--- src/amigaPciGlue_consts.svh ---
`ifndef AMIGA_PCI_GLUE_CONSTS_SVH
`define AMIGA_PCI_GLUE_CONSTS_SVH

////////////////////////////////////////////////////////////
// Zorro 2 address windows
////////////////////////////////////////////////////////////

// Kickstart ROM at $F80000, compared on addr[23:19]
`define ROM_HI_PREFIX 5'b11111
// CIA page $BFxxxx, compared on addr[23:16]
`define CIA_PAGE 8'hBF
// Chipset registers $DFxxxx
`define REG_PAGE 8'hDF
// Zorro 2 AutoConfig page $E8xxxx
`define AUTOCONFIG_PAGE 8'hE8
// RTC at $DC0000 - $DDFFFF, compared on addr[23:17]
`define RTC_PREFIX 7'b1101110

// Prometheus tags inside the Z3 window
// Config tags compare on addr[28:20], I/O tag on addr[28:21]
`define PRO_CONF0_TAG 9'h1FC
`define PRO_CONF1_TAG 9'h1FD
`define PRO_IO_TAG 8'hFF

// AutoConfig base register byte offsets
`define AC_Z2_BASE_OFS 8'h48
`define AC_Z3_BASE_OFS 8'h44

// E clock, in CLK40 cycles
`define ECLK_PERIOD 56
`define ECLK_HIGH 24

`endif

--- src/cpuBusPkg.sv ---
package cpuBusPkg;

  // 68040 TT[1:0] transfer type
  typedef enum logic [1:0] {
    normal    = 2'b00,
    move16    = 2'b01,
    // Alternate function code space, used for PCI config cycles
    alternate = 2'b10,
    // Interrupt acknowledge
    ackAccess = 2'b11
  } transferType_t;

  // 68040 TM[2:0] transfer modifier
  // In alternate space these carry the function code
  typedef enum logic [2:0] {
    conf0Mod    = 3'd0,
    tmUserData  = 3'd1,
    tmUserCode  = 3'd2,
    conf1Mod    = 3'd3,
    tmTableCode = 3'd4,
    tmSuperData = 3'd5,
    tmSuperCode = 3'd6,
    tmReserved  = 3'd7
  } transferModifier_t;

endpackage

--- src/pciBridgePkg.sv ---
package pciBridgePkg;

  // Access type code handed to the PCI bridge
  typedef enum logic [1:0] {
    pciConfig0 = 2'b00,
    pciConfig1 = 2'b01,
    pciMemory  = 2'b10,
    // Legacy I/O, kept for Prometheus drivers
    pciIo      = 2'b11
  } pciAccess_t;

  // AutoConfig chain position
  // Boards are placed in this order
  typedef enum logic [1:0] {
    acBridge = 2'b00,
    acIde    = 2'b01,
    acPro    = 2'b10,
    acDone   = 2'b11
  } acState_t;

endpackage

--- src/addressDecode.sv ---
`include "amigaPciGlue_consts.svh"

module addressDecode (
  input  logic                          CLK40,
  input  logic                          RESETn,
  input  logic [31:12]                  addr,
  input  logic                          rnw,
  input  logic                          ovl,
  input  cpuBusPkg::transferType_t     tt,
  input  cpuBusPkg::transferModifier_t tm,
  input  logic                          ciaEnable,
  input  logic                          configured,
  input  logic [7:0]                    bridgeBase,
  input  logic [7:1]                    ideBase,
  input  logic [2:0]                    proBase,
  output logic                          romEn,
  output logic                          ciaSpace,
  output logic                          ciaCs0n,
  output logic                          ciaCs1n,
  output logic                          ramSpacen,
  output logic                          regSpacen,
  output logic                          flashSpace,
  output logic [1:0]                    flashBank,
  output logic                          autovector,
  output logic                          rtcEnn,
  output logic                          autoconfigSpace,
  output logic                          ataSpace,
  output logic                          ataEnn,
  output logic                          bregEnn,
  output logic                          bproEnn,
  output logic                          pcs0,
  output logic                          pcs1,
  output logic                          scs0,
  output logic                          scs1,
  output pciBridgePkg::pciAccess_t     pciAccess
);

  import cpuBusPkg::*;
  import pciBridgePkg::*;

  logic z2Space;
  logic ataEn;
  logic driveSel;
  logic cs0;
  logic cs1;
  logic proHit;
  logic altSpace;
  logic proConf0;
  logic proConf1;
  logic proIo;

  ////////////////////////////////////////////////////////////
  // Zorro 2 windows
  ////////////////////////////////////////////////////////////

  // Lowest 16 MB only, nothing decodes while in reset
  assign z2Space = RESETn && (addr[31:24] == 8'h00);

  // High ROM always, low ROM only while overlay is up
  assign romEn = z2Space &&
                 ((addr[23:19] == `ROM_HI_PREFIX) || (ovl && addr[23:19] == 5'b00000));

  // Chip RAM in the first 2 MB, hidden by the overlay
  assign ramSpacen = !(z2Space && !ovl && addr[23:21] == 3'b000);
  assign regSpacen = !(z2Space && addr[23:16] == `REG_PAGE);
  assign rtcEnn = !(z2Space && addr[23:17] == `RTC_PREFIX);
  assign autoconfigSpace = z2Space && (addr[23:16] == `AUTOCONFIG_PAGE);

  // CIA window, selects open only inside the E clock window
  assign ciaSpace = z2Space && (addr[23:16] == `CIA_PAGE);
  assign ciaCs0n = !(RESETn && ciaEnable && !addr[12]);
  assign ciaCs1n = !(RESETn && ciaEnable && !addr[13]);

  // Flash banks at $C8, $D0, $E0 and $F0, 512 KB each
  assign flashSpace = z2Space && (addr[23:22] == 2'b11) &&
                      (addr[21:19] == 3'b001 || addr[21:19] == 3'b010 ||
                       addr[21:19] == 3'b100 || addr[21:19] == 3'b110);
  assign flashBank = flashSpace ? addr[21:20] : 2'b00;

  // Interrupt acknowledge at the top 64 KB is always autovectored
  assign autovector = RESETn && (tt == ackAccess) && (addr[31:16] == 16'hFFFF);

  ////////////////////////////////////////////////////////////
  // ATA
  ////////////////////////////////////////////////////////////

  // 128 KB board at the IDE base
  assign ataSpace = z2Space && configured && (addr[23:17] == ideBase);

  // Boot ROM shows until the first write, then the drive registers
  always_ff @(posedge CLK40) begin
    if (!RESETn) begin
      ataEn <= 1'b0;
    end else if (ataSpace && !rnw) begin
      ataEn <= 1'b1;
    end
  end

  assign ataEnn = !(ataSpace && ataEn);
  assign driveSel = ataSpace && ataEn;

  // Task file at CS0, control block at CS1
  // Bit 14 picks primary or secondary channel
  assign cs0 = !addr[16] && !addr[15] && !addr[13] && addr[12];
  assign cs1 = !addr[16] && !addr[15] && addr[13] && !addr[12];
  assign pcs0 = driveSel && !addr[14] && cs0;
  assign pcs1 = driveSel && addr[14] && cs0;
  assign scs0 = driveSel && !addr[14] && cs1;
  assign scs1 = driveSel && addr[14] && cs1;

  ////////////////////////////////////////////////////////////
  // PCI bridge
  ////////////////////////////////////////////////////////////

  // Bridge registers as a 64 KB Z2 board
  assign bregEnn = !(z2Space && configured && addr[23:16] == bridgeBase);

  // Prometheus style 512 MB Z3 window
  assign proHit = RESETn && configured && (addr[31:29] == proBase);
  assign bproEnn = !proHit;

  // Tags within the Prometheus window
  assign proConf0 = proHit && (addr[28:20] == `PRO_CONF0_TAG);
  assign proConf1 = proHit && (addr[28:20] == `PRO_CONF1_TAG);
  assign proIo = proHit && (addr[28:21] == `PRO_IO_TAG);
  assign altSpace = (tt == alternate);

  // Tags first, then alternate-space function codes
  always_comb begin
    if (!RESETn) begin
      pciAccess = pciConfig0;
    end else if (proConf0) begin
      pciAccess = pciConfig0;
    end else if (proConf1) begin
      pciAccess = pciConfig1;
    end else if (proIo) begin
      pciAccess = pciIo;
    end else if (altSpace && tm == conf0Mod) begin
      pciAccess = pciConfig0;
    end else if (altSpace && tm == conf1Mod) begin
      pciAccess = pciConfig1;
    end else begin
      pciAccess = pciMemory;
    end
  end

endmodule

--- src/amigaPciGlue.sv ---
module amigaPciGlue (
  input  logic                          CLK40,
  input  logic                          RESETn,
  input  logic [31:1]                   addr,
  input  logic                          rnw,
  input  logic                          ts,
  input  cpuBusPkg::transferType_t     tt,
  input  cpuBusPkg::transferModifier_t tm,
  input  logic                          ovl,
  input  logic [7:0]                    dataHi,
  output logic                          romEn,
  output logic                          ciaSpace,
  output logic                          ciaCs0n,
  output logic                          ciaCs1n,
  output logic                          ramSpacen,
  output logic                          regSpacen,
  output logic                          flashSpace,
  output logic [1:0]                    flashBank,
  output logic                          autovector,
  output logic                          rtcEnn,
  output logic                          autoconfigSpace,
  output logic                          ataSpace,
  output logic                          ataEnn,
  output logic                          bregEnn,
  output logic                          bproEnn,
  output logic                          pcs0,
  output logic                          pcs1,
  output logic                          scs0,
  output logic                          scs1,
  output pciBridgePkg::pciAccess_t     pciAccess,
  output logic                          eClk,
  output logic                          ciaAck
);

  // Board placement from AutoConfig
  logic       configured;
  logic [7:0] bridgeBase;
  logic [7:1] ideBase;
  logic [2:0] proBase;
  // CIA window back into the decoder
  logic       ciaEnable;

  addressDecode addressDecode_inst (
    .CLK40(CLK40), .RESETn(RESETn), .addr(addr[31:12]), .rnw(rnw), .ovl(ovl),
    .tt(tt), .tm(tm), .ciaEnable(ciaEnable), .configured(configured),
    .bridgeBase(bridgeBase), .ideBase(ideBase), .proBase(proBase),
    .romEn(romEn), .ciaSpace(ciaSpace), .ciaCs0n(ciaCs0n), .ciaCs1n(ciaCs1n),
    .ramSpacen(ramSpacen), .regSpacen(regSpacen), .flashSpace(flashSpace),
    .flashBank(flashBank), .autovector(autovector), .rtcEnn(rtcEnn),
    .autoconfigSpace(autoconfigSpace), .ataSpace(ataSpace), .ataEnn(ataEnn),
    .bregEnn(bregEnn), .bproEnn(bproEnn), .pcs0(pcs0), .pcs1(pcs1),
    .scs0(scs0), .scs1(scs1), .pciAccess(pciAccess)
  );

  autoconfigRegs autoconfigRegs_inst (
    .CLK40(CLK40), .RESETn(RESETn), .ts(ts), .rnw(rnw),
    .autoconfigSpace(autoconfigSpace), .addrLow(addr[7:1]), .dataHi(dataHi),
    .configured(configured), .bridgeBase(bridgeBase), .ideBase(ideBase),
    .proBase(proBase)
  );

  ciaCycleControl ciaCycleControl_inst (
    .CLK40(CLK40), .RESETn(RESETn), .ts(ts), .ciaSpace(ciaSpace),
    .eClk(eClk), .ciaEnable(ciaEnable), .ciaAck(ciaAck)
  );

endmodule

--- src/autoconfigRegs.sv ---
`include "amigaPciGlue_consts.svh"

module autoconfigRegs (
  input  logic       CLK40,
  input  logic       RESETn,
  input  logic       ts,
  input  logic       rnw,
  input  logic       autoconfigSpace,
  input  logic [7:1] addrLow,
  input  logic [7:0] dataHi,
  output logic       configured,
  output logic [7:0] bridgeBase,
  output logic [7:1] ideBase,
  output logic [2:0] proBase
);

  import pciBridgePkg::*;

  acState_t acState;
  logic     acWrite;
  logic     z2BaseHit;
  logic     z3BaseHit;

  ////////////////////////////////////////////////////////////
  // Write qualification
  ////////////////////////////////////////////////////////////

  // A write is qualified by the transfer start
  assign acWrite = ts && !rnw && autoconfigSpace;

  // Byte offset rebuilt from the word address
  assign z2BaseHit = ({addrLow, 1'b0} == `AC_Z2_BASE_OFS);
  assign z3BaseHit = ({addrLow, 1'b0} == `AC_Z3_BASE_OFS);

  ////////////////////////////////////////////////////////////
  // Chain state machine
  ////////////////////////////////////////////////////////////

  // Only the board at the head of the chain answers
  // Once placed it drops out and the next one appears
  always_ff @(posedge CLK40) begin
    if (!RESETn) begin
      acState <= acBridge;
      bridgeBase <= 8'h00;
      ideBase <= 7'h00;
      proBase <= 3'b000;
    end else if (acWrite) begin
      case (acState)
        acBridge: begin
          // 64 KB Z2 board takes the full byte of base
          if (z2BaseHit) begin
            bridgeBase <= dataHi;
            acState <= acIde;
          end
        end
        acIde: begin
          // 128 KB Z2 board
          if (z2BaseHit) begin
            ideBase <= dataHi[7:1];
            acState <= acPro;
          end
        end
        acPro: begin
          // 512 MB Z3 board takes its base from bits 7:5
          if (z3BaseHit) begin
            proBase <= dataHi[7:5];
            acState <= acDone;
          end
        end
        default: begin
          // Further writes fall through once the chain is complete
          acState <= acDone;
        end
      endcase
    end
  end

  // All three boards placed
  assign configured = (acState == acDone);

endmodule

--- src/ciaCycleControl.sv ---
`include "amigaPciGlue_consts.svh"

module ciaCycleControl (
  input  logic CLK40,
  input  logic RESETn,
  input  logic ts,
  input  logic ciaSpace,
  output logic eClk,
  output logic ciaEnable,
  output logic ciaAck
);

  localparam int lowPhaseLen = `ECLK_PERIOD - `ECLK_HIGH;

  logic [5:0] eCnt;
  logic       pending;
  logic       newReq;
  logic       enterHigh;
  logic       leaveHigh;

  ////////////////////////////////////////////////////////////
  // E clock divider
  ////////////////////////////////////////////////////////////

  // Low phase first, high phase in the last counts
  assign eClk = (eCnt >= 6'(lowPhaseLen));
  assign enterHigh = (eCnt == 6'(lowPhaseLen - 1));
  assign leaveHigh = (eCnt == 6'(`ECLK_PERIOD - 1));

  // Ignored while a request is waiting or running
  assign newReq = ts && ciaSpace && !pending && !ciaEnable;

  always_ff @(posedge CLK40) begin
    if (!RESETn) begin
      eCnt <= 6'd0;
      pending <= 1'b0;
      ciaEnable <= 1'b0;
      ciaAck <= 1'b0;
    end else begin
      eCnt <= leaveHigh ? 6'd0 : eCnt + 6'd1;
      // Ack in the first low cycle after the window
      ciaAck <= ciaEnable && leaveHigh;
      if (enterHigh && (pending || newReq)) begin
        // Window covers the whole E high phase
        ciaEnable <= 1'b1;
        pending <= 1'b0;
      end else begin
        if (leaveHigh) begin
          ciaEnable <= 1'b0;
        end
        if (newReq) begin
          pending <= 1'b1;
        end
      end
    end
  end

endmodule

--- config.mk ---
export PLATFORM = sky130hd
export DESIGN_NAME = amigaPciGlue
export DESIGN_NICKNAME = d
export VERILOG_FILES = /design/src/cpuBusPkg.sv /design/src/pciBridgePkg.sv /design/src/addressDecode.sv /design/src/amigaPciGlue.sv /design/src/autoconfigRegs.sv /design/src/ciaCycleControl.sv
export VERILOG_INCLUDE_DIRS = /design/src
export SDC_FILE = /design/constraint.sdc
export NUM_CORES = 1
export LEC_CHECK = 0
export BUFFER_PORTS_ARGS = -buffer_cell sky130_fd_sc_hd__buf_2
export CAP_MARGIN = 15
export CORE_ASPECT_RATIO = 1.2
export CORE_UTILIZATION = 49
export CTS_BUF_LIST = sky130_fd_sc_hd__clkbuf_8 sky130_fd_sc_hd__clkbuf_16
export DETAILED_ROUTE_END_ITERATION = 8
export HOLD_SLACK_MARGIN = 0.12
export PLACE_DENSITY = 0.86
export SYNTH_ARGS = -nofsm -noshare
export SYNTH_HDL_FRONTEND = slang
export SYNTH_SLANG_ARGS = --single-unit
export TNS_END_PERCENT = 50
--- constraint.sdc ---
create_clock -name CLK40 -period 2.6 [get_ports CLK40]
set_clock_uncertainty 0.05 [all_clocks]
set_input_delay 0.39 -clock CLK40 [delete_from_list [all_inputs] [get_ports CLK40]]
set_output_delay 0.39 -clock CLK40 [all_outputs]
set_load 0.005 [all_outputs]
Word-level counts from Yosys, hierarchy flattened:

Cells that the tools add are included.

* equality and inequality tests: 30
* add/sub/neg operators: 1
* mux-type cells: 13
* magnitude comparators: 1
* reduce and logical (&&, ||, !) cells: 80
* bitwise operators: 1

Operator list (number)
* 1-bit logical AND: 46
* 8-bit == test, second input constant: 4
* 2-bit 2-to-1 mux: 10
* 9-bit == test, second input constant: 2
* 1-bit zero test: 17
* 16-bit == test, second input constant: 1
* 7-bit by 6-bit == test with 1-bit output, second input constant: 2
* 2-bit == test, second input constant: 5
* 3-bit AND reduction: 3
* 8-bit == test: 1
* 8-bit zero test: 1
* 7-bit == test: 1
* 7-bit == test, second input constant: 1
* 6-bit by 1-bit adder with 6-bit output, second input constant: 1
* 3-bit by 2-bit == test with 1-bit output, second input constant: 2
* 3-bit == test, second input constant: 2
* 6-bit by 5-bit == test with 1-bit output, second input constant: 1
* 6-bit == test, second input constant: 1
* 6-bit >= comparator, second input constant: 1
* 3-bit zero test: 2
* 2-bit by 1-bit != test with 1-bit output, second input constant: 3
* 2-bit one-hot mux with 3 select lines: 1
* 5-bit == test, second input constant: 1
* 5-bit zero test: 1
* other kinds (10): 16

* logic and storage cells: 135
* output and inout bits: 24
* flip-flop bits (word level): 30
* bits of input ports: 49

Longest topological paths before layout:

* depth in word-level cells: 9
* depth in mapped cells: 6
* gate-level depth less buffers: 5

Cells and area by module:

A second synthesis with hierarchy kept.

* cells, all modules: 213
* area total of the unflattened synthesis: 1873.0 µm²

Modules (own cells, without submodules)
* autoconfigRegs: sequential area each 400.4 µm², area each 835.8 µm², cells each 80, instances 1
* addressDecode: sequential area each 20.0 µm², area each 635.6 µm², cells each 92, instances 1
* ciaCycleControl: sequential area each 180.2 µm², area each 401.6 µm², cells each 41, instances 1

Least setup slack after synthesis:

OpenSTA, ideal clock, no wires.

* path kind: in2out
* from: input port addr[22] (netlist bit)
* to: output port pcs0
* required time: 2.160 ns
* setup slack: 0.304 ns
* stages on the path: 6
* buffers on the path: 2
* arrival time: 1.856 ns
* cell sequence: buf_6 > xor2_1 > or4_1 > or4_1 > clkbuf_2 > nor3_1

* longest elaborated chain between the ends: 5

Ends and longest elaborated chain
* start, declared: line amigaPciGlue.sv:4 `input logic [31:1] addr,`
* 7-bit == test: line addressDecode.sv:88 `assign ataSpace = z2Space && configured && (addr[23:17] == ideBase);`
* 1-bit logical AND: line addressDecode.sv:88
* 1-bit logical AND: line addressDecode.sv:100 `assign driveSel = ataSpace && ataEn;`
* 1-bit logical AND (2 in a row): line addressDecode.sv:106 `assign pcs0 = driveSel && !addr[14] && cs0;`
* end, declared: line amigaPciGlue.sv:26 `output logic pcs0,`

No other way between the ends.

Worst setup path after layout:

* from: register autoconfigRegs_inst.acState[0]
* to: output port scs0

* longest elaborated chain between the ends: 6

Ends and longest elaborated chain
* start, declared: line autoconfigRegs.sv:19 `acState_t acState;`
* start signal, assigned: line autoconfigRegs.sv:43 `acState <= acBridge;`
* start signal, assigned: line autoconfigRegs.sv:53 `acState <= acIde;`
* start signal, assigned: line autoconfigRegs.sv:60 `acState <= acPro;`
* 2-bit == test: line autoconfigRegs.sv:79 `assign configured = (acState == acDone);`
* 1-bit logical AND (2 in a row): line addressDecode.sv:88
* 1-bit logical AND: line addressDecode.sv:100
* 1-bit logical AND (2 in a row): line addressDecode.sv:108 `assign scs0 = driveSel && !addr[14] && cs1;`
* end, declared: line amigaPciGlue.sv:28 `output logic scs0,`

No other way between the ends.

==> results.toml <==
[power]
p_int_mw = 0.7969
switchingPower_mw = 0.2431
clockPowerShare = 0.438
p_leak_nw = 1.111
vdd_drop_max_uv = 729.2
powerDensity_mw_per_mm2 = 431.6
comb_power_share = 0.114
pwr-share-seq = 0.448
swShare = 0.2337

[run_status]
status = "completed"

[die]
num_rows = 24
initial_core_util = 0.5154
dieArea_sq_mm = 0.004107
io_pins = 73
core_area_sq_mm = 0.003664
die_w_microns = 58.67
die_h_microns = 70

[global_routing]
grt_max_degree = 28
gr-usage-met3 = 0.06667
antenna_found_initial = 0
grt_pass1_vias = 1769
grt_util_all_layers = 0.2293
overflow = 0
gr-usage-met2 = 0.4074
grt.busiest_layer = "met2"
met1_usage = 0.2385
grt_pass1_wl_microns = 7224

[logic_synthesis]
postSynthCellCount = 227
synth_seq_cells = 30
synthTopCellsByArea = "dfxtp_1, mux2i_1, nand2_1"
seq_area_frac_synth = 0.3181
yosysTopAreaCell = "dfxtp_1"
yosys-top-cells-count = "nand2_1, dfxtp_1, mux2i_1, nor2_1, xnor2_1"
synth_ff_type = "dfxtp_1"
ys_async_sr_fraction = 0
syn-num-nets = 278
synth_edf_count = 0
ys_types = 44
synth_top_area_share = 0.3181
yosysWarnings = 0
yosysMostFrequentCell = "nand2_1"
syn_area_per_cell_sq_um = 8.317
synth_area_sq_mm = 0.001888

[critical_path]
worstSetupPathType = "reg2out"
cp.arrival_ns = 2.08
crit_path_max_fanout = 8
critical_path_required_ns = 2.16
cp-end-kind = "output pin"
start_kind = "register"
reg2reg_depth = 4

[sta]
tightest_slew_ns = 0.6669
tns_ns = 0
rsz0062_at_grt = "no"
slew_headroom = 0.5507
fin_ws_ns = 0.07551
holdWs_ns = 0.3034
maxSlewViolCount = 0
fmax_ghz = 0.3961
period_minus_slack_ns = 2.524
setup_viol = 0
post-route-period-util = 0.9710
finalHoldViolations = 0

[cts]
clockBufferDepth = 2
htree_levels = 2
cts_sinks = 30
cts_buffers = 5
cts_tree = "built"
path_clk_slew_ns = 0.06
clockRootBuffer = "clkbuf_8"
clock_latency_ns = 0.28

[place]
portBuffers = 68
gp_congestion = 0.7923
preCtsSetupSlack_ns = 0.07549
hpwl_microns = 3500
dpl.cell_count = 339

[finish]
utilization = 0.6578
final_cell_count_no_fill = 347
area_growth_pct = 27.63
fin_nets = 345
final_layout_size_suffix_gt1_frac = 0.3458
num_antenna_cells = 0

[routing]
vias_per_cell = 5.432
ant_nets = 0
first_iter_violations = 78
drt-total-wl_microns = 4481
drc_errors = 0
vias = 1885
wl_per_cell_microns = 12.91
dr.pass1.iters = 4

[min_path]
hp-class = "in2reg"
min_path_cells = 3

[run]
maxCapViolCount = 0
==> critical path, cell delays in order, from the launching register on <==
cell	delay, ns
dfxtp_4	0.38
nand2_1	0.09
or4_4	0.54
or4_4	0.47
nor3_1	0.18
buf_2	0.13
==> registers in the layout (all words and copies together) (netlist names), 2 cells and up <==
name and count:
autoconfigRegs_inst.bridgeBase 8, autoconfigRegs_inst.ideBase 7, ciaCycleControl_inst.eCnt 6, autoconfigRegs_inst.proBase 3
autoconfigRegs_inst.acState 2
==> path summary, 6_finish.rpt <==
| kind | startpoint | endpoint | slack (ns) |
|---|---|---|---|
| worst max-delay path | autoconfigRegs_inst.acState[0] | scs0 | 0.08 |
| worst min register to register | addressDecode_inst.ataEn | addressDecode_inst.ataEn | 0.41 |
| worst min-delay path | dataHi[0] | autoconfigRegs_inst.bridgeBase[0] | 0.30 |
| worst max register to register | autoconfigRegs_inst.acState[0] | addressDecode_inst.ataEn | 0.78 |
==> metrics by stage <==
stage,instance area [sq um],total power [mW]
final,2410,1.040
after global routing,2410,1.084
after CTS,2380,1.047
after detailed placement,2266,0.5924
after global placement,2266,0.5904
after floorplan,1888,0.5387
==> metal layers <==
layer  vias up  share of wire
li1        932              -
met1       858           0.41
met5         -              0
met3        10          0.070
met2        85           0.49
met4         0          0.021
==> cells in the final DEF (no fill, tap or decap), types with 3 or more instances in the layout <==
master	count
and4b_1	3
buf_2	68
buf_4	6
clkbuf_8	5
dfxtp_1	29
inv_1	10
mux2i_1	18
nand2_1	34
nand3_1	9
nand3b_1	3
nand4_1	4
nor2_1	13
nor3_1	10
nor3b_1	3
nor4_1	5
nor4b_1	3
o21ai_0	5
or2_2	3
or3_1	4
xnor2_1	12
xor2_1	11
==> area by class of cell <==
type	count	area, sq um
timing repair buffer	74	385.4
tap	52	65.06
multi-input combinational	173	1209
clock buffer	5	68.82
sequential	30	604.3
inverter	10	37.54
clock inverter	3	40.04
fill	308	1254
==> power groups by stage <==
stage	clock network [mW]	logic [mW]	registers, mW
after floorplan	0	0.0620	0.477
after global placement	0	0.113	0.477
after detailed placement	0	0.115	0.477
after CTS	0.464	0.116	0.467
after global routing	0.488	0.130	0.466
final	0.456	0.118	0.466
==> kinds of logic after synthesis <==
group | after synthesis | synth area share
xor+xnor | 23 | 0.1067
fa+ha+maj | 2 | 0.01325
flops | 30 | 0.3181
compound gates | 15 | 0.05169
mux | 18 | 0.09543
simple gates | 115 | 0.3565
buf+inv | 24 | 0.05831
==> repair_timing <==
action                     CTS  global route
hold buffers                 0             0
buffers inserted             0             0
gates resized for setup      2             7
setup endpoints to repair    4             5
Power figures use the tool's default switching activity.
